**config.mk**
```make
export PLATFORM = sky130hd
export DESIGN_NAME = modbus_slave_top
export DESIGN_NICKNAME = d
export VERILOG_FILES = /design/src/logic/modbus_pkg.sv /design/src/logic/crc16_unit.sv /design/src/logic/frame_byte_counter.sv /design/src/logic/frame_ctrl.sv /design/src/logic/holding_regs.sv /design/src/logic/modbus_slave_top.sv /design/src/logic/response_mux.sv /design/src/logic/rx_frame_buffer.sv
export SDC_FILE = /design/constraint.sdc
export NUM_CORES = 2
export LEC_CHECK = 0
export ABC_AREA = 0
export BUFFER_PORTS_ARGS = -buffer_cell sky130_fd_sc_hd__buf_2
export CAP_MARGIN = 15
export CORE_UTILIZATION = 39
export DETAILED_ROUTE_END_ITERATION = 8
export MAX_ROUTING_LAYER = met4
export PLACE_DENSITY = 0.61
export SYNTH_ARGS = -nofsm -noshare
export SYNTH_HDL_FRONTEND = slang
export SYNTH_HIERARCHICAL = 1
export SYNTH_SLANG_ARGS = --single-unit
```
**constraint.sdc**
```tcl
create_clock -name clk -period 10.89 [get_ports clk]
set_input_delay 2.178 -clock clk [delete_from_list [all_inputs] [get_ports clk]]
set_output_delay 2.178 -clock clk [all_outputs]
set_load 0.005 [all_outputs]
```
**src/logic/modbus_pkg.sv**
```systemverilog
// Modbus RTU slave shared definitions
// Frame widths, CRC-16 constants, function codes and controller states

`default_nettype none

package modbus_pkg;

  // ============================================================
  // Widths
  // ============================================================
  localparam int BYTE_W = 8;
  localparam int WORD_W = 16;

  // ============================================================
  // CRC-16 (Modbus, reflected)
  // ============================================================
  localparam logic [WORD_W-1:0] CRC_INIT = 16'hFFFF;
  localparam logic [WORD_W-1:0] CRC_POLY = 16'hA001;

  // Address, function and two CRC bytes
  localparam int MIN_FRAME_LEN = 4;

  // Supported function codes
  typedef enum logic [7:0] {
    FC_READ_HOLDING   = 8'h03,
    FC_WRITE_SINGLE   = 8'h06,
    FC_WRITE_MULTIPLE = 8'h10
  } func_code_e;

  // Controller states
  typedef enum logic [2:0] {
    ST_IDLE    = 3'd0,
    ST_COLLECT = 3'd1,
    ST_CHECK   = 3'd2,
    ST_EXEC    = 3'd3,
    ST_SEND    = 3'd4
  } ctrl_state_e;

endpackage

`default_nettype wire

```
**src/logic/crc16_unit.sv**
```systemverilog
// Serial Modbus CRC-16
// Folds one byte per enabled clock into the running remainder

`timescale 1ns/1ps
`default_nettype none

module crc16_unit (
  input  logic                          clk,
  input  logic                          rst,
  input  logic                          clr,
  input  logic                          en,
  input  logic [modbus_pkg::BYTE_W-1:0] data,
  output logic [modbus_pkg::WORD_W-1:0] crc
);
  import modbus_pkg::*;

  logic [WORD_W-1:0] crc_nxt;

  // Eight LSB-first shift steps unrolled within one cycle
  always_comb begin
    crc_nxt = crc ^ WORD_W'(data);
    for (int i = 0; i < BYTE_W; i++) begin
      crc_nxt = crc_nxt[0] ? ((crc_nxt >> 1) ^ CRC_POLY) : (crc_nxt >> 1);
    end
  end

  always_ff @(posedge clk) begin
    if (rst || clr) begin
      crc <= CRC_INIT;
    end else if (en) begin
      crc <= crc_nxt;
    end
  end

endmodule

`default_nettype wire

```
**src/logic/frame_byte_counter.sv**
```systemverilog
// Frame byte counter
// Receive length, then word index, then transmit index

`timescale 1ns/1ps
`default_nettype none

module frame_byte_counter #(
  parameter int BUF_MAX = 256
) (
  input  logic                         clk,
  input  logic                         rst,
  input  logic                         clr,
  input  logic                         inc,
  output logic [$clog2(BUF_MAX+1)-1:0] count
);

  // Clear wins over increment
  always_ff @(posedge clk) begin
    if (rst || clr) begin
      count <= '0;
    end else if (inc) begin
      count <= count + 1'b1;
    end
  end

endmodule

`default_nettype wire

```
**src/logic/frame_ctrl.sv**
```systemverilog
// Modbus RTU frame controller
// Sequences collect, check, execute and send for one request at a time

`timescale 1ns/1ps
`default_nettype none

module frame_ctrl #(
  parameter int BUF_MAX = 256
) (
  input  logic                          clk,
  input  logic                          rst,
  input  logic                          rx_b_v,
  input  logic                          frame_start,
  input  logic                          frame_end,
  input  logic                          tx_b_rdy,
  input  logic [$clog2(BUF_MAX+1)-1:0]  count,
  input  logic [modbus_pkg::WORD_W-1:0] crc,
  input  modbus_pkg::func_code_e        func,
  input  logic [modbus_pkg::WORD_W-1:0] qty,
  input  logic [modbus_pkg::WORD_W-1:0] resp_len,
  output logic                          cnt_clr,
  output logic                          cnt_inc,
  output logic                          buf_we,
  output logic                          reg_we,
  output logic                          crc_clr,
  output logic                          crc_en,
  output logic                          crc_sel_tx,
  output logic                          tx_b_v,
  output logic                          stat_crc_err
);
  import modbus_pkg::*;

  ctrl_state_e       state;
  ctrl_state_e       state_nxt;
  logic              chk_phase;
  logic              len_ok;
  logic              crc_ok;
  logic              fc_ok;
  logic              exec_done;
  logic              room;
  logic [WORD_W-1:0] cnt_w;

  assign cnt_w = WORD_W'(count);
  assign room  = count < BUF_MAX;

  // ============================================================
  // Next state and strobes
  // ============================================================
  always_comb begin
    state_nxt  = state;
    cnt_clr    = 1'b0;
    cnt_inc    = 1'b0;
    buf_we     = 1'b0;
    reg_we     = 1'b0;
    crc_clr    = 1'b0;
    crc_en     = 1'b0;
    crc_sel_tx = 1'b0;
    tx_b_v     = 1'b0;
    exec_done  = 1'b0;
    case (state)
      ST_IDLE: begin
        cnt_clr = 1'b1;
        if (frame_start) begin
          crc_clr   = 1'b1;
          state_nxt = ST_COLLECT;
        end
      end
      ST_COLLECT: begin
        // Bytes past the buffer end are dropped
        buf_we  = rx_b_v && room;
        cnt_inc = rx_b_v && room;
        crc_en  = rx_b_v && room;
        if (frame_end) begin
          state_nxt = ST_CHECK;
        end
      end
      ST_CHECK: begin
        if (chk_phase) begin
          if (len_ok && crc_ok && fc_ok) begin
            cnt_clr   = 1'b1;
            state_nxt = ST_EXEC;
          end else begin
            state_nxt = ST_IDLE;
          end
        end
      end
      ST_EXEC: begin
        case (func)
          FC_WRITE_SINGLE: begin
            reg_we    = 1'b1;
            exec_done = 1'b1;
          end
          FC_WRITE_MULTIPLE: begin
            // One word per cycle, count is the word index
            reg_we    = cnt_w < qty;
            exec_done = (cnt_w + 1) >= qty;
          end
          default: begin
            exec_done = 1'b1;
          end
        endcase
        if (exec_done) begin
          cnt_clr   = 1'b1;
          crc_clr   = 1'b1;
          state_nxt = ST_SEND;
        end else begin
          cnt_inc = 1'b1;
        end
      end
      ST_SEND: begin
        crc_sel_tx = 1'b1;
        if (cnt_w == resp_len) begin
          state_nxt = ST_IDLE;
        end else if (tx_b_rdy) begin
          tx_b_v  = 1'b1;
          cnt_inc = 1'b1;
          crc_en  = 1'b1;
        end
      end
      default: begin
        state_nxt = ST_IDLE;
      end
    endcase
  end

  // ============================================================
  // State and status registers
  // ============================================================
  always_ff @(posedge clk) begin
    if (rst) begin
      state        <= ST_IDLE;
      chk_phase    <= 1'b0;
      stat_crc_err <= 1'b0;
    end else begin
      state     <= state_nxt;
      chk_phase <= (state == ST_CHECK) && !chk_phase;
      // Short frames are dropped silently, the flag is for CRC faults only
      if (state == ST_CHECK && chk_phase && len_ok && !crc_ok) begin
        stat_crc_err <= 1'b1;
      end
    end
  end

  // First check cycle samples the verdicts, second one acts on them
  always_ff @(posedge clk) begin
    if (state == ST_CHECK && !chk_phase) begin
      len_ok <= count >= MIN_FRAME_LEN;
      crc_ok <= crc == '0;
      fc_ok  <= func inside {FC_READ_HOLDING, FC_WRITE_SINGLE, FC_WRITE_MULTIPLE};
    end
  end

endmodule

`default_nettype wire

```
**src/logic/holding_regs.sv**
```systemverilog
// Holding register bank
// REG_WORDS words, one synchronous write port and one asynchronous read port

`timescale 1ns/1ps
`default_nettype none

module holding_regs #(
  parameter int REG_WORDS = 64
) (
  input  logic                          clk,
  input  logic                          rst,
  input  logic                          we,
  input  logic [$clog2(REG_WORDS)-1:0]  waddr,
  input  logic [modbus_pkg::WORD_W-1:0] wdata,
  input  logic [$clog2(REG_WORDS)-1:0]  raddr,
  output logic [modbus_pkg::WORD_W-1:0] rdata
);
  import modbus_pkg::*;

  logic [WORD_W-1:0] regs [REG_WORDS];

  // Unwritten registers read as zero after reset
  always_ff @(posedge clk) begin
    if (rst) begin
      for (int i = 0; i < REG_WORDS; i++) begin
        regs[i] <= '0;
      end
    end else if (we) begin
      regs[waddr] <= wdata;
    end
  end

  assign rdata = regs[raddr];

endmodule

`default_nettype wire

```
**src/logic/modbus_slave_top.sv**
```systemverilog
// Modbus RTU slave top level
// Connects the frame controller, byte counter, CRC unit, request buffer,
// holding registers and response builder

`timescale 1ns/1ps
`default_nettype none

module modbus_slave_top #(
  parameter int REG_WORDS = 64,
  parameter int BUF_MAX   = 256
) (
  input  logic                          clk,
  input  logic                          rst,
  input  logic [modbus_pkg::BYTE_W-1:0] rx_b,
  input  logic                          rx_b_v,
  input  logic                          frame_start,
  input  logic                          frame_end,
  input  logic                          tx_b_rdy,
  input  logic [modbus_pkg::WORD_W-1:0] cfg_map_base,
  output logic [modbus_pkg::BYTE_W-1:0] tx_b,
  output logic                          tx_b_v,
  output logic                          stat_crc_err
);
  import modbus_pkg::*;

  localparam int CNT_W = $clog2(BUF_MAX + 1);
  localparam int AW    = $clog2(BUF_MAX);
  localparam int IDX_W = $clog2(REG_WORDS);

  logic              cnt_clr;
  logic              cnt_inc;
  logic              buf_we;
  logic              reg_we;
  logic              crc_clr;
  logic              crc_en;
  logic              crc_sel_tx;
  logic              crc_step;
  logic              payload;
  logic [CNT_W-1:0]  count;
  logic [WORD_W-1:0] count_word;
  logic [WORD_W-1:0] crc;
  logic [BYTE_W-1:0] crc_data;
  func_code_e        func;
  logic [WORD_W-1:0] start_addr;
  logic [WORD_W-1:0] qty;
  logic [WORD_W-1:0] resp_len;
  logic [WORD_W-1:0] word_ptr;
  logic [AW-1:0]     raddr_a;
  logic [AW-1:0]     raddr_b;
  logic [BYTE_W-1:0] rdata_a;
  logic [BYTE_W-1:0] rdata_b;
  logic [IDX_W-1:0]  reg_raddr;
  logic [WORD_W-1:0] reg_rdata;

  assign count_word = WORD_W'(count);

  // CRC runs over received bytes, then over the outgoing payload only
  assign crc_data = crc_sel_tx ? tx_b : rx_b;
  assign crc_step = crc_en && (payload || !crc_sel_tx);

  // Buffer offset of the word being written in the FC06 value or the FC16 data block
  assign word_ptr = (func == FC_WRITE_SINGLE) ? WORD_W'(4) : WORD_W'(7) + (count_word << 1);
  assign raddr_a  = crc_sel_tx ? count[AW-1:0] : word_ptr[AW-1:0];
  assign raddr_b  = AW'(word_ptr + WORD_W'(1));

  frame_ctrl #(.BUF_MAX(BUF_MAX)) u_frame_ctrl (
    .clk(clk), .rst(rst), .rx_b_v(rx_b_v), .frame_start(frame_start),
    .frame_end(frame_end), .tx_b_rdy(tx_b_rdy), .count(count), .crc(crc),
    .func(func), .qty(qty), .resp_len(resp_len), .cnt_clr(cnt_clr),
    .cnt_inc(cnt_inc), .buf_we(buf_we), .reg_we(reg_we), .crc_clr(crc_clr),
    .crc_en(crc_en), .crc_sel_tx(crc_sel_tx), .tx_b_v(tx_b_v),
    .stat_crc_err(stat_crc_err)
  );

  frame_byte_counter #(.BUF_MAX(BUF_MAX)) u_frame_byte_counter (
    .clk(clk), .rst(rst), .clr(cnt_clr), .inc(cnt_inc), .count(count)
  );

  crc16_unit u_crc16_unit (
    .clk(clk), .rst(rst), .clr(crc_clr), .en(crc_step), .data(crc_data), .crc(crc)
  );

  rx_frame_buffer #(.BUF_MAX(BUF_MAX)) u_rx_frame_buffer (
    .clk(clk), .we(buf_we), .waddr(count[AW-1:0]), .wdata(rx_b),
    .raddr_a(raddr_a), .raddr_b(raddr_b), .rdata_a(rdata_a), .rdata_b(rdata_b),
    .func(func), .start_addr(start_addr), .qty(qty)
  );

  // Reads and writes never overlap, so one register index serves both ports
  holding_regs #(.REG_WORDS(REG_WORDS)) u_holding_regs (
    .clk(clk), .rst(rst), .we(reg_we), .waddr(reg_raddr), .wdata({rdata_a, rdata_b}),
    .raddr(reg_raddr), .rdata(reg_rdata)
  );

  response_mux #(.REG_WORDS(REG_WORDS)) u_response_mux (
    .func(func), .start_addr(start_addr), .qty(qty), .cfg_map_base(cfg_map_base),
    .count(count_word), .echo_byte(rdata_a), .rdata(reg_rdata), .crc(crc),
    .tx_byte(tx_b), .reg_raddr(reg_raddr), .resp_len(resp_len), .payload(payload)
  );

endmodule

`default_nettype wire

```
**src/logic/response_mux.sv**
```systemverilog
// Response byte builder
// Picks the outgoing byte for each transmit index and sizes the response

`timescale 1ns/1ps
`default_nettype none

module response_mux #(
  parameter int REG_WORDS = 64
) (
  input  modbus_pkg::func_code_e         func,
  input  logic [modbus_pkg::WORD_W-1:0]  start_addr,
  input  logic [modbus_pkg::WORD_W-1:0]  qty,
  input  logic [modbus_pkg::WORD_W-1:0]  cfg_map_base,
  input  logic [modbus_pkg::WORD_W-1:0]  count,
  input  logic [modbus_pkg::BYTE_W-1:0]  echo_byte,
  input  logic [modbus_pkg::WORD_W-1:0]  rdata,
  input  logic [modbus_pkg::WORD_W-1:0]  crc,
  output logic [modbus_pkg::BYTE_W-1:0]  tx_byte,
  output logic [$clog2(REG_WORDS)-1:0]   reg_raddr,
  output logic [modbus_pkg::WORD_W-1:0]  resp_len,
  output logic                           payload
);
  import modbus_pkg::*;

  localparam int IDX_W = $clog2(REG_WORDS);

  logic              is_read;
  logic [WORD_W-1:0] data_off;
  logic [WORD_W-1:0] word_idx;
  logic [WORD_W-1:0] reg_off;
  logic [WORD_W-1:0] byte_cnt;

  assign is_read = func == FC_READ_HOLDING;

  // FC03 data starts at byte 3, two bytes per word, high byte first
  assign data_off = count - WORD_W'(3);

  // Writes use count directly as the word index during execute
  assign word_idx = is_read ? (data_off >> 1) : count;

  // ============================================================
  // Register index, wrapped into the bank
  // ============================================================
  assign reg_off   = start_addr - cfg_map_base + word_idx;
  assign reg_raddr = IDX_W'(reg_off % REG_WORDS);

  assign byte_cnt = qty << 1;
  assign resp_len = is_read ? (WORD_W'(5) + byte_cnt) : WORD_W'(8);
  assign payload  = count < (resp_len - WORD_W'(2));

  always_comb begin
    if (!payload) begin
      // CRC goes out low byte first
      tx_byte = (count == resp_len - WORD_W'(2)) ? crc[7:0] : crc[15:8];
    end else if (is_read && count == WORD_W'(2)) begin
      tx_byte = byte_cnt[BYTE_W-1:0];
    end else if (is_read && count > WORD_W'(2)) begin
      tx_byte = data_off[0] ? rdata[7:0] : rdata[15:8];
    end else begin
      // Header echo of address, function, start and quantity or value
      tx_byte = echo_byte;
    end
  end

endmodule

`default_nettype wire

```
**src/logic/rx_frame_buffer.sv**
```systemverilog
// Request byte store
// One write port, two asynchronous read ports and decoded header fields

`timescale 1ns/1ps
`default_nettype none

module rx_frame_buffer #(
  parameter int BUF_MAX = 256
) (
  input  logic                          clk,
  input  logic                          we,
  input  logic [$clog2(BUF_MAX)-1:0]    waddr,
  input  logic [modbus_pkg::BYTE_W-1:0] wdata,
  input  logic [$clog2(BUF_MAX)-1:0]    raddr_a,
  input  logic [$clog2(BUF_MAX)-1:0]    raddr_b,
  output logic [modbus_pkg::BYTE_W-1:0] rdata_a,
  output logic [modbus_pkg::BYTE_W-1:0] rdata_b,
  output modbus_pkg::func_code_e        func,
  output logic [modbus_pkg::WORD_W-1:0] start_addr,
  output logic [modbus_pkg::WORD_W-1:0] qty
);
  import modbus_pkg::*;

  logic [BYTE_W-1:0] mem [BUF_MAX];

  always_ff @(posedge clk) begin
    if (we) begin
      mem[waddr] <= wdata;
    end
  end

  assign rdata_a = mem[raddr_a];
  assign rdata_b = mem[raddr_b];

  // Fixed header layout with address and function, then big endian start and qty
  assign func       = func_code_e'(mem[1]);
  assign start_addr = {mem[2], mem[3]};
  assign qty        = {mem[4], mem[5]};

endmodule

`default_nettype wire

```
Word level (Yosys, flattened, before mapping)
Memories as Yosys holds them, arrays and structs flattened.
Index checks and enable logic that the tools add are counted.
{"block": "op_classes", "order_cmp": 6, "n_addsub": 9, "n_reduce_logical": 21, "mux": 53, "n_eq_ne": 15, "bitwise": 9}
{"cell": "$mux W16", "n": 10}
{"cell": "$mux W8", "n": 8}
{"cell": "$eq A9 B16 Y1", "n": 2}
{"cell": "$ge A32 B16 Y1", "n": 1}
{"cell": "$lt A9 B16 Y1", "n": 2}
{"cell": "$not A2 Y3", "n": 8}
{"cell": "$mux W1", "n": 21}
{"cell": "$add A3 B16 Y16 const A", "n": 1}
{"cell": "$logic_not A16 Y1", "n": 1}
{"cell": "$reduce_or A16 Y1", "n": 1}
{"cell": "$sub A16 B2 Y16 const B", "n": 1}
{"cell": "$xor A16 B8 Y16", "n": 1}
{"cell": "$mux W3", "n": 5}
{"cell": "$pmux W3 S5", "n": 1}
{"cell": "$mux W6", "n": 2}
{"cell": "$add A9 B1 Y10 const B", "n": 1}
{"cell": "$logic_and A1 B1 Y1", "n": 10}
{"cell": "$add A9 B1 Y9 const B", "n": 1}
{"cell": "$eq A9 B2 Y1 const B", "n": 1}
{"cell": "$ge A9 B3 Y1 const B", "n": 1}
{"cell": "$gt A9 B2 Y1 const B", "n": 1}
{"cell": "$lt A9 B9 Y1 const B", "n": 1}
{"cell": "$add A3 B8 Y8 const A", "n": 1}
{"cell": "$add A8 B1 Y8 const B", "n": 1}
{"cell": "19 further kinds", "n": 30}
{"block": "totals", "reg_bits": 33, "ram_bits": 3072, "mem_count": 2, "word_cells": 123}
{"memory": "u_rx_frame_buffer.mem", "depth": 256, "word_bits": 8, "rd": 6, "rd_ports_with_merged_regs": 0, "wr": 1, "line": "rx_frame_buffer.sv:24", "source": "logic [BYTE_W-1:0] mem [BUF_MAX];"}
{"memory": "u_holding_regs.regs", "depth": 64, "word_bits": 16, "rd": 1, "rd_ports_with_merged_regs": 0, "wr": 64, "line": "holding_regs.sv:20", "source": "logic [WORD_W-1:0] regs [REG_WORDS];"}

Logic depth before layout (Yosys ltp)
An unclocked memory read counts as a cell.
{"block": "logic_depth", "depth_word": 27, "depth_mapped": 34, "ltp_nobuf": 29}

Modules after synthesis
The synthesis kept the hierarchy.
{"module": "rx_frame_buffer", "seq_area_each_um2": 61499.0, "instances": 1, "area_per_inst_um2": 95874.5, "cells_per_inst": 4947}
{"module": "holding_regs", "seq_area_each_um2": 30749.5, "instances": 1, "area_per_inst_um2": 46841.2, "cells_per_inst": 2991}
{"module": "response_mux", "seq_area_each_um2": 0.0, "instances": 1, "area_per_inst_um2": 2274.7, "cells_per_inst": 306}
{"module": "frame_ctrl", "seq_area_each_um2": 190.2, "instances": 1, "area_per_inst_um2": 1234.9, "cells_per_inst": 155}
{"module": "crc16_unit", "seq_area_each_um2": 320.3, "instances": 1, "area_per_inst_um2": 843.3, "cells_per_inst": 87}
{"module": "modbus_slave_top", "seq_area_each_um2": 0.0, "instances": 1, "area_per_inst_um2": 475.5, "cells_per_inst": 68}
{"module": "frame_byte_counter", "seq_area_each_um2": 180.2, "instances": 1, "area_per_inst_um2": 394.1, "cells_per_inst": 43}

Worst setup path after synthesis
Ideal clock, no wire load.
{"block": "synth_timing", "path_type": "input port to output port", "start": "input cfg_map_base[1] (netlist name)", "end": "output tx_b[0] (netlist name)", "path_slack_ns": 2.933, "cell_stages": 19, "n_path_buf": 2, "t_arrival_ns": 5.779, "cell_sequence": "inv_1 fa_1 inv_1 fa_1 inv_1 a21o_1 a21oi_1 xnor2_1 buf_2 clkbuf_1 mux4_2 mux2i_1 a21oi_1 o21ai_1 o31ai_1 mux2_2 a31oi_1 o221ai_1 mux2_4"}
{"block": "synth_between", "elab_chain_len": 7}
{"element": "start, declared", "line": "modbus_slave_top.sv:19", "source": "input logic [modbus_pkg::WORD_W-1:0] cfg_map_base,"}
{"element": "$sub A6 B6 Y6", "line": "response_mux.sv:44", "source": "assign reg_off = start_addr - cfg_map_base + word_idx;"}
{"element": "$add A6 B6 Y6", "line": "response_mux.sv:44"}
{"element": "via reg_raddr[4]", "line": "modbus_slave_top.sv:52", "source": "logic [IDX_W-1:0] reg_raddr;"}
{"element": "$mem_v2 Z64 W16"}
{"element": "via reg_rdata[8]", "line": "modbus_slave_top.sv:53", "source": "logic [WORD_W-1:0] reg_rdata;"}
{"element": "$mux W8", "line": "response_mux.sv:58", "source": "tx_byte = data_off[0] ? rdata[7:0] : rdata[15:8];"}
{"element": "$mux W8", "line": "response_mux.sv:57", "source": "end else if (is_read && count > WORD_W'(2)) begin"}
{"element": "$mux W8", "line": "response_mux.sv:55", "source": "end else if (is_read && count == WORD_W'(2)) begin"}
{"element": "$mux W8", "line": "response_mux.sv:52", "source": "if (!payload) begin"}
{"element": "end, declared", "line": "modbus_slave_top.sv:20", "source": "output logic [modbus_pkg::BYTE_W-1:0] tx_b,"}
The timed path passes the listed nets, and every way through them passes these cells.

==> run metrics <==
status completed; MaxCap Viol Count 0; Clock Sinks 3105; sequential area share after synthesis 62.8%; setup bufs post-CTS 0; Worst-Skew Late Latency 0.96 ns; DRT Pass-1 Iters 8; synth warn 6; Clock Tree Buf Depth 4; Vias per Instance 6.19; CP max FO 65; DRC viols 0; Synth area leaders edfxtp_1 (62%), mux4_2 (19%), and2_1 (4.5%); clock transition at the registers of the reported paths 0.06 ns; CTS hold repair buffers 0; RSZ-0062 raised after global routing no; Slowest cell on crit path inv_2; vias in the first global route 86600; CP Launch Type flip-flop; port bufs 29; largest net degree at the start of global routing 128; Num CTS Buffers 340; area leader, netlist edfxtp_1; fin crit period 10.58 ns; Yosys reg bits 3105; Crit Path Class reg2out; initial antenna violation count 19; Worst EP required 8.71 ns; critical path endpoint category primary output; Final period util 97.2%; ys flop type edfxtp_1; Mean Syn Cell Area 17.2 sq um; Total Routing Usage GR 23.9%; Post-Route Setup TNS 0 ns; top cell type's share of synthesized area 62.4%; Final setup viols 0; total gr overflow 0; PwrDens 209 nW/um^2; final net count 8677; Post-synth EDFFs 3075; Area growth syn-to-layout 11.5%; leak pwr 0.0536 uW; Syn Inst Count 8597; Min-Delay Path Class reg2reg; Antenna Violating Nets Remaining 0; CTS tree yes; Peak VDD IR 0.207 mV; clock root buffer clkbuf_16; Initial Util 39.3%; IO Count 40; worst-margin pin slew 1.39 ns; Slew Limit Fails 0; Die H 618 microns; CP peak stage delay 0.72 ns; share of cells above drive strength 1 25.7%; Max Freq 0.0945 GHz; Avg WL per Cell 32.5 microns; post-synthesis cell type count 103; Post-Syn Area 148000 sq um; gp weighted congestion 0.938; Hold WS 0.470 ns; drt total wl 451000 microns; DR iter-0 viols 11500; Die Wd 618 microns; Final Hold Vio Count 0; Final HPWL DP 287000 microns; worst-path cell chain nor4_1 -> nand4_1 -> inv_2 -> a21oi_1 -> o22a_1 -> fa_1 -> ha_1 -> a21oi_1 -> xnor2_2 -> buf_12 -> mux4_2 -> mux4_2 -> o21ai_1 -> o31ai_1 -> mux2i_1 -> a31oi_1 -> o221ai_1 -> mux2i_1 -> buf_2; DIE AREA 382000 sq um; Core Rows 225; via count 85900; Post-synth ARST share 0%; first-pass GRT wire length 641000 microns; Worst Path Arrival 8.41 ns; Worst slew margin 6.80%; post-cts sizing count 0; Core Area 377000 sq um; clk_skew 0.0997 ns; CTS H-Tree Depth 5
==> critical path, delay by kind of cell, from the launching register on <==
family,cells,cell delay [ns]
compound gates,7,1.78
xor+xnor,1,0.42
fa+ha+maj,2,0.85
buf+inv,3,1.29
flops,1,0.50
mux,4,1.66
simple gates,2,0.85
==> placed cells by master (no fill, tap or decap), drive strengths merged, types with 80 or more instances in the layout <==
cell type,n
edfxtp,3075
mux4,1219
and2,1058
nor2,450
clkbuf,410
buf,359
mux2i,356
nand2,179
clkinv,157
a21oi,127
o21ai,121
a221oi,86
o221ai,84
o22ai,81
a22oi,80
==> per-layer routing <==
layer	vias up	global-route usage, %	routed length, microns	share of wire [%]
met2	4591	36.8	212000	47
met5	-	-	0	0
met3	951	4.27	41700	9.2
met1	45500	30.8	172000	38
met4	0	11.7	24900	5.5
li1	34900	-	-	-
==> sequential cells by signal, indices dropped and copies added, names as in the netlist <==
register / count
u_crc16_unit/crc: 16
u_frame_byte_counter/count: 9
u_frame_ctrl/chk_phase: 1
u_frame_ctrl/crc_ok: 1
u_frame_ctrl/fc_ok: 1
u_frame_ctrl/len_ok: 1
u_frame_ctrl/stat_crc_err: 1
u_frame_ctrl/state: 3
u_holding_regs/regs: 1024
u_rx_frame_buffer/mem: 2048
==> power breakdown <==
part / internal, uW / switching [uW] / total [uW]
Clock: 6670 / 4880 / 11600
Sequential: 13300 / 61.5 / 13300
Combinational: 3370 / 6150 / 9520
Total: 23300 / 11100 / 34400
==> synthesized netlist by cell type, types with 29 or more instances <==
library cell and count:
o21ai_0 101, xnor2_1 54, mux2_2 37, nor4_1 29
and2_1 1054, inv_1 41, a21oi_1 126, a211oi_1 76
a221oi_1 86, or2_2 69, mux2i_1 356, clkbuf_1 374
nor3_1 65, nand2_1 178, buf_4 78, ha_1 48
dfxtp_1 30, buf_1 47, a22oi_1 80, edfxtp_1 3075
nand3_1 35, buf_2 141, o22ai_1 81, o221ai_1 83
nor2b_1 47, buf_6 72, nor2_1 448, a22o_1 76
a31oi_1 32, mux4_2 1219
==> final cells by class <==
class	count	area, sq um
Fill cell	32500	212000
Sequential cell	3105	92900
Multi-Input combinational cell	4737	51400
Clock buffer	404	8890
Tap cell	4994	6250
Timing Repair Buffer	365	3160
Clock inverter	212	2150
Inverter	45	185
Antenna cell	18	45.0
==> stage by stage <==
step	util [%]	cell area, sq um	total power, uW	std cells	setup WS, ns
after floorplan	-	148000	19300	8610	2.93
after global placement	40.8	154000	22900	13200	1.05
after detailed placement	40.8	154000	23000	13200	1.03
after CTS	43.8	165000	34400	13900	0.541
after global routing	43.8	165000	35200	13900	0.0710
final	43.8	165000	34400	13900	0.307
==> cells by family after synthesis <==
family | share of synthesized area (%)
AO/OA/AOI/OAI | 4.45
AND/OR/NAND/NOR | 7.73
other | 0.00253
XOR/XNOR | 0.529
flip-flops | 62.8
multiplexers | 21.3
adder cells (fa/ha/maj) | 0.474
buffers and inverters | 2.72
==> worst paths after layout <==
kind                          endpoint  slack [ns]                        start  depth (start not counted)
max                            tx_b[7]        0.31  u_rx_frame_buffer/mem[1][4]                         19
min          u_frame_ctrl/stat_crc_err        0.47    u_frame_ctrl/stat_crc_err                          2
min reg2reg  u_frame_ctrl/stat_crc_err        0.47    u_frame_ctrl/stat_crc_err                          2
max reg2reg        u_crc16_unit/crc[0]        1.87  u_rx_frame_buffer/mem[1][4]                         24
Note: power is estimated with default switching activity, not from simulation.
